===== config.mk =====
export PLATFORM = sky130hd
export DESIGN_NAME = dtw_top
export DESIGN_NICKNAME = d
export VERILOG_FILES = /design/src/logic/dtw_pkg.sv /design/src/logic/dtw_top.sv /design/src/logic/dtw_ctrl.sv /design/src/logic/dtw_step_counter.sv /design/src/logic/dtw_array.sv /design/src/logic/dtw_pe.sv
export SDC_FILE = /design/constraint.sdc
export NUM_CORES = 2
export LEC_CHECK = 0
export BUFFER_PORTS_ARGS = -buffer_cell sky130_fd_sc_hd__buf_2
export CAP_MARGIN = 20
export CORE_ASPECT_RATIO = 0.7
export CORE_MARGIN = 1.5
export CORE_UTILIZATION = 55
export CTS_BUF_LIST = sky130_fd_sc_hd__clkbuf_8 sky130_fd_sc_hd__clkbuf_16
export DETAILED_ROUTE_END_ITERATION = 10
export PLACE_DENSITY = 0.71
export SYNTH_ARGS = -nofsm -noshare
export SYNTH_HDL_FRONTEND = slang
export SYNTH_SLANG_ARGS = --single-unit

===== constraint.sdc =====
create_clock -name clk -period 17.2 [get_ports clk]
set_input_delay 3.44 -clock clk [delete_from_list [all_inputs] [get_ports clk]]
set_output_delay 3.44 -clock clk [all_outputs]
set_load 0.01 [all_outputs]

===== src/logic/dtw_pkg.sv =====
// dtw scorer shared types
// sample and score words, the PE-to-PE link and controller states
package dtw_pkg;

    parameter int WORD_W = 16;                  // sample and score width

    typedef logic [WORD_W-1:0] sample_t;        // one signal sample, unsigned
    typedef logic [WORD_W-1:0] score_t;         // one DTW cell score

    // stands for infinity at the matrix edges
    parameter score_t SCORE_MAX = '1;

    // what one PE hands to the next, 33 bits
    typedef struct packed {
        logic    valid;                         // a reference sample is present
        sample_t y;                             // reference sample
        score_t  score;                         // sender's new cell score
    } pe_link_t;

    // controller phases
    typedef enum logic [2:0] {
        IDLE   = 3'd0,                          // waiting for start
        LOAD   = 3'd1,                          // query samples come in
        STREAM = 3'd2,                          // reference samples come in
        DRAIN  = 3'd3,                          // last sample walks the chain
        DONE   = 3'd4                           // result valid, one cycle
    } dtw_state_e;

endpackage

===== src/logic/dtw_top.sv =====
// dtw scorer top level
// controller, step counter and PE array for a NUM_PE sample query
module dtw_top
    import dtw_pkg::*;
#(
    parameter int NUM_PE = 8,                   // query length
    parameter int CNT_W  = 16                   // step counter width
) (
    input  logic        clk,
    input  logic        rst,
    input  logic        start,                  // pulse, ignored while busy
    input  logic [15:0] ref_len,                // sampled with start
    input  sample_t     sample,
    input  logic        sample_valid,           // strobe, gaps allowed
    output logic        busy,
    output logic        done,                   // one cycle, score valid
    output score_t      score                   // held until next start
);

    logic             count_clear;
    logic             count_inc;
    logic [CNT_W-1:0] count_limit;
    logic [CNT_W-1:0] count;                    // also the query write index
    logic             last;
    logic             load_we;
    logic             stream_valid;
    logic             array_clear;

    dtw_ctrl #(
        .NUM_PE (NUM_PE)
    ) u_ctrl (
        .clk          (clk),
        .rst          (rst),
        .start        (start),
        .sample_valid (sample_valid),
        .ref_len      (ref_len),
        .last         (last),
        .count_clear  (count_clear),
        .count_inc    (count_inc),
        .count_limit  (count_limit),
        .load_we      (load_we),
        .stream_valid (stream_valid),
        .array_clear  (array_clear),
        .busy         (busy),
        .done         (done)
    );

    dtw_step_counter #(
        .CNT_W (CNT_W)
    ) u_counter (
        .clk   (clk),
        .rst   (rst),
        .clear (count_clear),
        .inc   (count_inc),
        .limit (count_limit),
        .count (count),
        .last  (last)
    );

    dtw_array #(
        .NUM_PE (NUM_PE)
    ) u_array (
        .clk          (clk),
        .rst          (rst),
        .clear        (array_clear),
        .load_we      (load_we),
        .stream_valid (stream_valid),
        .load_idx     (count),
        .sample       (sample),
        .score        (score)
    );

endmodule


===== src/logic/dtw_ctrl.sv =====
// dtw run controller
// steps through load, stream and drain, gates the samples, flags done and busy
module dtw_ctrl
    import dtw_pkg::*;
#(
    parameter int NUM_PE = 8                    // query length
) (
    input  logic        clk,
    input  logic        rst,
    input  logic        start,                  // run request, IDLE only
    input  logic        sample_valid,           // sample strobe from source
    input  logic [15:0] ref_len,                // reference length, taken with start
    input  logic        last,                   // counter reached the phase end
    output logic        count_clear,            // pulse at each phase change
    output logic        count_inc,
    output logic [15:0] count_limit,
    output logic        load_we,                // query sample write
    output logic        stream_valid,           // reference sample into the array
    output logic        array_clear,            // wipe PE scores for a new run
    output logic        busy,
    output logic        done
);

    dtw_state_e  state_q;
    dtw_state_e  state_d;
    logic [15:0] ref_len_q;                     // latched at start

    always_ff @(posedge clk) begin
        if (rst) begin
            state_q <= IDLE;
        end else begin
            state_q <= state_d;
        end
    end

    always_ff @(posedge clk) begin
        if (state_q == IDLE && start) begin
            ref_len_q <= ref_len;               // ref_len is at least 1
        end
    end

    always_comb begin
        state_d      = state_q;
        count_clear  = 1'b0;
        count_inc    = 1'b0;
        count_limit  = 16'(NUM_PE);
        load_we      = 1'b0;
        stream_valid = 1'b0;
        unique case (state_q)
            IDLE: begin
                if (start) begin                // samples here are dropped
                    state_d     = LOAD;
                    count_clear = 1'b1;
                end
            end
            LOAD: begin
                load_we   = sample_valid;       // count gives the query index
                count_inc = sample_valid;
                if (last) begin
                    state_d     = STREAM;
                    count_clear = 1'b1;
                end
            end
            STREAM: begin
                stream_valid = sample_valid;
                count_inc    = sample_valid;
                count_limit  = ref_len_q;
                if (last) begin
                    state_d     = DRAIN;
                    count_clear = 1'b1;
                end
            end
            DRAIN: begin
                count_inc   = 1'b1;             // free running, one step per clock
                count_limit = 16'(NUM_PE + 1);  // head register plus NUM_PE PEs
                if (last) begin
                    state_d     = DONE;
                    count_clear = 1'b1;
                end
            end
            DONE: begin
                state_d = IDLE;                 // single cycle
            end
            default: begin
                state_d = IDLE;
            end
        endcase
    end

    assign array_clear = (state_q == IDLE) && start;
    assign busy        = (state_q != IDLE);     // includes the done cycle
    assign done        = (state_q == DONE);

endmodule


===== src/logic/dtw_step_counter.sv =====
// loadable step counter for the controller phases
// counts inc strobes up to limit and wraps to zero with last
module dtw_step_counter #(
    parameter int CNT_W = 16                    // counter width
) (
    input  logic             clk,
    input  logic             rst,
    input  logic             clear,             // phase change, back to zero
    input  logic             inc,               // one step
    input  logic [CNT_W-1:0] limit,             // steps in this phase
    output logic [CNT_W-1:0] count,             // steps taken so far
    output logic             last               // final step of the phase
);

    logic [CNT_W-1:0] count_q;

    assign last  = inc && (count_q == limit - CNT_W'(1));
    assign count = count_q;

    always_ff @(posedge clk) begin
        if (rst || clear) begin
            count_q <= '0;
        end else if (last) begin
            count_q <= '0;                      // wrap so the next phase starts clean
        end else if (inc) begin
            count_q <= count_q + CNT_W'(1);
        end
    end

endmodule


===== src/logic/dtw_array.sv =====
// systolic chain of dtw PEs with the query store
// reference samples enter at PE 0 and the full score leaves the last PE
module dtw_array
    import dtw_pkg::*;
#(
    parameter int NUM_PE = 8                    // query length with one PE per row
) (
    input  logic        clk,
    input  logic        rst,
    input  logic        clear,                  // start of a run
    input  logic        load_we,                // query write strobe
    input  logic        stream_valid,           // reference sample enters
    input  logic [15:0] load_idx,               // query write index
    input  sample_t     sample,                 // shared sample input
    output score_t      score                   // last PE's cell score
);

    sample_t  query_q [NUM_PE];                 // one query sample per PE
    pe_link_t link [NUM_PE+1];                  // link[i] feeds PE i
    logic     head_valid_q;                     // sample accepted last edge
    sample_t  head_y_q;

    // query store written in order during load
    always_ff @(posedge clk) begin
        for (int i = 0; i < NUM_PE; i++) begin
            if (load_we && load_idx == 16'(i)) begin
                query_q[i] <= sample;
            end
        end
    end

    // incoming reference sample is registered so PE 0 acts one edge later
    always_ff @(posedge clk) begin
        if (rst || clear) begin
            head_valid_q <= 1'b0;
        end else begin
            head_valid_q <= stream_valid;
        end
    end

    always_ff @(posedge clk) begin
        if (stream_valid) begin
            head_y_q <= sample;                 // latest reference sample
        end
    end

    // row -1 lies outside the matrix so north is infinite for PE 0
    assign link[0] = '{valid: head_valid_q, y: head_y_q, score: SCORE_MAX};

    for (genvar i = 0; i < NUM_PE; i++) begin : g_pe
        // D(-1,-1) = 0 enters as PE 0's north-west while other rows start at infinity
        localparam score_t NW_SEED = (i == 0) ? '0 : SCORE_MAX;

        dtw_pe u_pe (
            .clk      (clk),
            .rst      (rst),
            .clear    (clear),
            .nw_init  (NW_SEED),
            .x        (query_q[i]),
            .link_in  (link[i]),
            .link_out (link[i+1])
        );
    end

    // D(NUM_PE-1, j) for the latest j held across bubbles
    assign score = link[NUM_PE].score;

endmodule


===== src/logic/dtw_pe.sv =====
// dtw processing element that computes one row of the warping matrix
// cell score is |x - y| plus the min of north, west and north-west
module dtw_pe
    import dtw_pkg::*;
(
    input  logic     clk,
    input  logic     rst,
    input  logic     clear,                     // new run drops old scores
    input  score_t   nw_init,                   // north-west seed after clear
    input  sample_t  x,                         // query sample of this row
    input  pe_link_t link_in,                   // from the PE above
    output pe_link_t link_out                   // to the PE below
);

    score_t  cost;                              // absolute sample distance
    score_t  min_n_w;                           // min of north and west
    score_t  min3;                              // min of all three neighbours
    score_t  score_q;                           // own last cell as the west value
    score_t  nw_q;                              // previous north as the north-west value
    sample_t y_q;                               // forwarded reference sample
    logic    valid_q;

    // absolute difference of two unsigned samples
    assign cost    = (x > link_in.y) ? x - link_in.y : link_in.y - x;
    assign min_n_w = (link_in.score < score_q) ? link_in.score : score_q;
    assign min3    = (nw_q < min_n_w) ? nw_q : min_n_w;

    always_ff @(posedge clk) begin
        if (rst) begin
            score_q <= SCORE_MAX;               // west edge at infinity
            nw_q    <= SCORE_MAX;
            valid_q <= 1'b0;
        end else if (clear) begin
            score_q <= SCORE_MAX;
            nw_q    <= nw_init;                 // corner only for row 0
            valid_q <= 1'b0;
        end else begin
            valid_q <= link_in.valid;           // bubbles pass as bubbles
            if (link_in.valid) begin
                score_q <= cost + min3;         // wraps at 16 bits
                nw_q    <= link_in.score;       // north now and north-west next time
            end
        end
    end

    always_ff @(posedge clk) begin
        if (link_in.valid) begin
            y_q <= link_in.y;                   // hold y across bubbles
        end
    end

    assign link_out = '{valid: valid_q, y: y_q, score: score_q};

endmodule


## Word-level counts from Yosys, hierarchy flattened

Memories as Yosys holds them, arrays and structs flattened.
Index checks and enable logic that the tools add are counted.

- Memories: 1
- Memory bits (writable): 128
- Word-level logic and storage cells: 205
- Output and inout bits: 18
- Bits of input ports: 36
- Flip-flop bits (word level): 427

- Muxes and demuxes: 75
- Eq/ne operators: 16
- $add $sub $neg: 26
- Reductions and logical operators: 28
- $lt $le $gt $ge: 24

Memories:

| memory | words | bits a word | rd ports | clocked after memory_dff | write ports | RTL line | text |
|---|---|---|---|---|---|---|---|
| u_array.query_q | 8 | 16 | 8 | 0 | 1 | dtw_array.sv:18 | `sample_t query_q [NUM_PE];` |

Operators by type and width:

| cell | count |
|---|---|
| $mux W16 | 33 |
| $sub A16 B16 Y16 | 16 |
| $lt A16 B16 Y1 | 15 |
| $add A16 B16 Y16 | 8 |
| $gt A16 B16 Y1 | 8 |
| $reduce_or A16 Y1 | 7 |
| $eq A16 B3 Y1 const B | 4 |
| $mux W3 | 11 |
| $eq A16 B2 Y1 const B | 2 |
| $pmux W16 S2 | 1 |
| $mux W1 | 27 |
| $add A16 B1 Y16 const B | 1 |
| $eq A16 B1 Y1 const B | 1 |
| $eq A16 B16 Y1 | 1 |
| $logic_not A16 Y1 | 1 |
| $lt A16 B16 Y1 const A | 1 |
| $sub A16 B1 Y16 const B | 1 |
| $pmux W3 S4 | 1 |
| $logic_and A1 B1 Y1 | 10 |
| $ne A2 B2 Y1 const B | 4 |
| $eq A3 B2 Y1 const B | 2 |
| $reduce_or A2 Y1 | 3 |
| $pmux W1 S2 | 2 |
| $reduce_and A4 Y1 | 1 |
| 7 further kinds | 8 |

## Depth between registers and ports, before layout

- Depth in word-level cells: 13
- Gate-level depth with buffers: 34
- Mapped depth without buffers: 32

## Modules after synthesis

Synthesis repeated with hierarchy kept, for this count alone.

- Cells, all modules: 5338
- Area, all modules: 47815.9 µm²

Modules (own cells, without submodules):

| module | cells each | times used | area each (µm²) | sequential area each (µm²) |
|---|---|---|---|---|
| dtw_pe at u_array.g_pe[6].u_pe ... | 609 | 2 | 5190.0 | 1141.1 |
| dtw_pe at u_array.g_pe[3].u_pe ... | 620 | 2 | 5072.4 | 1141.1 |
| dtw_pe at u_array.g_pe[0].u_pe | 626 | 1 | 5223.8 | 1141.1 |
| dtw_pe at u_array.g_pe[1].u_pe | 630 | 1 | 5201.2 | 1141.1 |
| dtw_pe at u_array.g_pe[2].u_pe | 638 | 1 | 5161.2 | 1141.1 |
| dtw_pe at u_array.g_pe[5].u_pe | 588 | 1 | 5011.1 | 1141.1 |
| dtw_array | 166 | 1 | 4483.0 | 4344.2 |
| dtw_step_counter | 171 | 1 | 1365.1 | 320.3 |
| dtw_ctrl | 61 | 1 | 845.8 | 540.5 |

## Least setup slack after synthesis

Ideal clock, no wire load.

- Path type: reg-to-reg
- From: register u_array.g_pe[6].u_pe.score_q[9]
- To: register u_array.g_pe[6].u_pe.score_q[15]
- Buffers on the path: 3
- Clock period less this slack: 7.178 ns
- Data required time: 17.067 ns
- Setup time: 0.133 ns
- Setup slack: 10.022 ns
- Stages on the path, launching flop included: 33
- Arrival: 7.046 ns
- Cells stage by stage: dfxtp_1 -> inv_1 -> ha_1 -> a211o_1 -> a2111oi_0 -> o21ai_0 -> and2_1 -> nand2b_1 -> clkbuf_1 -> clkbuf_1 -> a21oi_1 -> ha_1 -> a21o_1 -> a21o_1 -> a21oi_1 -> nor2_1 -> a2111oi_0 -> o21ai_0 -> nor2_1 -> clkbuf_1 -> mux2i_1 -> ha_1 -> a21oi_1 -> nor2b_1 -> o31a_1 -> a41o_1 -> o41ai_1 -> o21ai_0 -> o41a_1 -> nor3_1 -> nand2_1 -> a21boi_0 -> a311oi_1

- Cells in the longest elaborated chain, start to end: 5

RTL lines:

| item | RTL line | text |
|---|---|---|
| start, declared | dtw_pe.sv:18 | `score_t score_q;` |
| start signal, assigned | dtw_pe.sv:40 | `score_q <= cost + min3;` |
| $lt A16 B16 Y1 | dtw_pe.sv:25 | `assign min_n_w = (link_in.score < score_q) ? link_in.score : score_q;` |
| $mux W16 (*) | dtw_pe.sv:25 |  |
| $lt A16 B16 Y1 | dtw_pe.sv:26 | `assign min3 = (nw_q < min_n_w) ? nw_q : min_n_w;` |
| $mux W16 (*) | dtw_pe.sv:26 |  |
| $add A16 B16 Y16 (*) | dtw_pe.sv:40 |  |

Mark *: on every way between the ends. The rest lies on a longest branch, timed or not.
A chain may end at the register's enable or synchronous reset.

## Worst setup path in the final report

- From: register u_array.g_pe[6].u_pe.score_q[13]
- To: register u_array.g_pe[6].u_pe.score_q[14]

The elaborated chain is that of the path after synthesis.

==> summary.txt <==
Outcome
  – Outcome: completed

Cells and area
  – Fillers: ~6700
  – Syn-to-layout area delta: 7.44%
  – Share of cells above drive strength 1: 5.38%
  – Nets: 5488
  – Reg area: between 10000 and 15000 um2
  – Footprint of the multi-input gates: roughly 26000 um2

Worst setup path
  – Critical path class: reg2reg
  – Reg2reg setup slack: 8.67 ns
  – CP peak stage delay: 0.77 ns
  – Worst path arrival time: between 9 and 10 ns
  – Worst Setup End Kind: flop
  – CP max FO: 19
  – Critical path startpoint category: flop
  – Crit path required time: 17.73 ns
  – Critical path's slowest cell: a221oi_1
  – Most frequent CP cell: a21o_1

Clock network
  – Htree depth: 2
  – Post-CTS setup buffer count: 0
  – Clock Latency Late Sink: between 0.6 and 0.7 ns
  – Worst-path clk slew: roughly 0.07 ns
  – # resized after CTS: 0
  – CTS Sinks: 540
  – CTS Buf Count: between 50 and 60
  – TritonCTS clock tree: done
  – Clock tree buffer depth: 3
  – Cts hold-fix bufs: 0
  – Root buffer cell: clkbuf_16

Detailed routing
  – Wire per inst: 21.1 um
  – Drt first pass iters: 6
  – Final ANT Viol Nets: 0
  – Avg Vias per Cell: 6.03
  – Via count: between 30000 and 40000
  – Final wirelength: roughly 130 mm
  – Final routed DRC violation total: 0
  – DR iter-0 viols: ~4000

Global route
  – Number of global-route vias before repair: ~32000
  – Largest net degree at the start of global routing: between 150 and 200
  – Initial antenna violation count: 9
  – Global Route Usage Sum: between 30% and 40%
  – First-pass GRT wire length: around 190 mm
  – Grt ovf: 0

Hold path
  – Hold WC Path Type: reg2reg

Floorplan
  – Starting density of the core: 55.4%
  – IO Count: 54
  – Core area: roughly 77000 um2
  – FP Rows: 85
  – Die Ht: 235 um
  – Die area: between 70000 and 80000 um2
  – DIE WIDTH: ~340 um

STA
  – Worst Clk Skew: between 0.02 and 0.03 ns
  – Endpoints failing setup: 0
  – Slew @ Worst Pin: around 1.2 ns
  – RSZ-0062 raised after global routing: false
  – Min cycle time layout: ~8.5 ns
  – Max_slew headroom: 18.6%
  – Fin crit share: around half
  – Hold Fails Final Rpt: 0
  – Fmax achieved: approximately 0.12 GHz
  – TNS Setup: 0 ns
  – Count of pins over their slew limit: 0

Flow run
  – Max_cap viols: 0

Placed design
  – Dpl hpwl: approximately 98 mm
  – IO buf count: 53
  – Routability Congestion: roughly 0.97

Power
  – Final Power: roughly 2.8 mW
  – VDD IR max: between 0.00006 and 0.00007 V
  – P per Cell Area: about 60 nW/um2
  – Leakage: between 20 and 25 nW

Logic synthesis
  – Synthesized flop and latch total: 540
  – Yosys cell types: ~80
  – Share of synthesized registers carrying an async set or reset: 0%
  – Number of synthesized flops with an enable pin: approximately 270
  – Gate Count Post-Synth: 4875
  – Syn nets: 5533
  – Area of the mapped netlist: 42500 um2
  – Avg Inst Size Synth: ~8.7 um2
  – Top_reg_cell synth: edfxtp_1
  – Synth warn: 0
  – Seq/Total Area, Yosys: 31.9%
==> path summary, 6_finish.rpt <==
path / cells after the start / end / start
worst max register to register: 31 / u_array.g_pe[6].u_pe.score_q[14] / u_array.g_pe[6].u_pe.score_q[13]
worst max-delay path: 31 / u_array.g_pe[6].u_pe.score_q[14] / u_array.g_pe[6].u_pe.score_q[13]
worst min-delay path: 0 / u_array.g_pe[0].u_pe.y_q[15] / u_array.head_y_q[15]
worst min register to register: 0 / u_array.g_pe[0].u_pe.y_q[15] / u_array.head_y_q[15]
==> through the flow <==
stage / area, um2 / std cells / setup slack, ns / utilization (%) / hold slack [ns]
finish: 45600 / 5923 / 8.67 / 59.5 / 0.459
global route: 45600 / 5919 / 8.39 / 59.5 / 0.476
CTS: 45500 / 5915 / 9.06 / 59.4 / 0.462
detailed placement: 43600 / 5811 / 9.10 / 56.9 / 0.438
global placement: 43600 / 5811 / 9.22 / 56.9 / 0.433
floorplan: 42500 / 4875 / 10.02 / - / 0.426
==> state kept, by name, summed over array words and instances, names as in the netlist <==
name,cells
u_array.head_y_q,16
u_array.query_q,128
u_array.g_pe.u_pe.valid_q,7
u_array.g_pe.u_pe.y_q,112
u_array.g_pe.u_pe.nw_q,113
u_array.head_valid_q,1
u_ctrl.state_q,3
u_ctrl.ref_len_q,16
u_counter.count,16
u_array.g_pe.u_pe.score_q,128
==> critical path, delay by kind of cell (launching register included) <==
family                     cells  cell delay, ns
AOI/OAI and AO/OA             17            4.53
xor gates and xnor gates       1            0.18
adders and majority gates      4            1.19
buffers and inverters          3            0.77
DFF                            1            0.40
muxes                          1            0.38
and+or+nand+nor                5            0.92
==> report_power, final <==
part	switching, mW	internal, mW
combinational	0.0807	0.0419
sequential	0.00486	1.35
clock	0.566	0.715
total	0.651	2.11
==> area by class of cell <==
class / count / share of cell area [%]
tap: 1044 / 2.86
antenna: 5 / 0.0274
timing repair buffer: 87 / 1.27
inverter: 527 / 4.34
multi-input combinational: 3616 / 57.7
sequential: 540 / 29.7
clock inverter: 36 / 0.598
clock buffer: 68 / 3.56
==> cell families after synthesis <==
group           Yosys count  synth area share [%]
compound gates         1361                  20.3
simple gates           1193                  12.8
buf+inv                 719                  6.43
fa+ha+maj               622                  18.8
flops                   540                  31.9
xor+xnor                245                  5.09
mux                     195                  4.70
==> layer usage <==
metal / up-vias / wire [um] / track usage, %
li1: 17300 / - / -
met1: 16800 / 62600 / 51.0
met2: 1496 / 43100 / 36.9
met3: 173 / 16900 / 11.9
met4: 12 / 2490 / 6.83
met5: - / 82 / 0
==> synth_stat cells (24+ instances only) <==
cell | instances | area, um2
mux2_2 | 36 | 405
nand3_1 | 70 | 350
o21ai_0 | 198 | 991
o211ai_1 | 185 | 1390
o21a_1 | 33 | 248
ha_1 | 598 | 7480
o21bai_1 | 45 | 338
and3_1 | 24 | 150
a211oi_1 | 42 | 315
nand2_1 | 397 | 1490
a21oi_1 | 502 | 2510
nor2_1 | 371 | 1390
or3_1 | 26 | 163
edfxtp_1 | 272 | 8170
mux2i_1 | 159 | 1590
nand4_1 | 57 | 357
dfxtp_1 | 268 | 5370
nor2b_1 | 36 | 225
inv_1 | 525 | 1970
nand2b_1 | 50 | 313
nor3_1 | 73 | 365
xor2_1 | 71 | 622
clkbuf_1 | 154 | 578
a21o_1 | 158 | 1190
fa_1 | 24 | 480
xnor2_1 | 173 | 1520
a31oi_1 | 38 | 238
==> placed cells by master (no fill, tap or decap), types with 12 or more instances in the layout <==
cell type | netlist | layout
ha_1 | 598 | 598
inv_1 | 525 | 535
a21oi_1 | 502 | 500
nand2_1 | 397 | 397
nor2_1 | 371 | 370
edfxtp_1 | 272 | 272
dfxtp_1 | 268 | 261
o21ai_0 | 198 | 196
o211ai_1 | 185 | 185
xnor2_1 | 173 | 173
mux2i_1 | 159 | 159
a21o_1 | 158 | 158
nor3_1 | 73 | 73
xor2_1 | 71 | 71
nand3_1 | 70 | 70
clkbuf_16 | 0 | 61
nand4_1 | 57 | 57
buf_2 | 14 | 53
nand2b_1 | 50 | 50
o21bai_1 | 45 | 45
a211oi_1 | 42 | 42
a31oi_1 | 38 | 37
nor2b_1 | 36 | 36
mux2_2 | 36 | 36
o21a_1 | 33 | 33
buf_4 | 3 | 30
or3_1 | 26 | 26
and3_1 | 24 | 24
fa_1 | 24 | 24
and2_1 | 21 | 21
o41ai_1 | 17 | 16
or2_2 | 14 | 14
o31ai_1 | 17 | 13
a2111oi_0 | 12 | 12
a221oi_1 | 12 | 12
(Power assumes the default switching activity.)
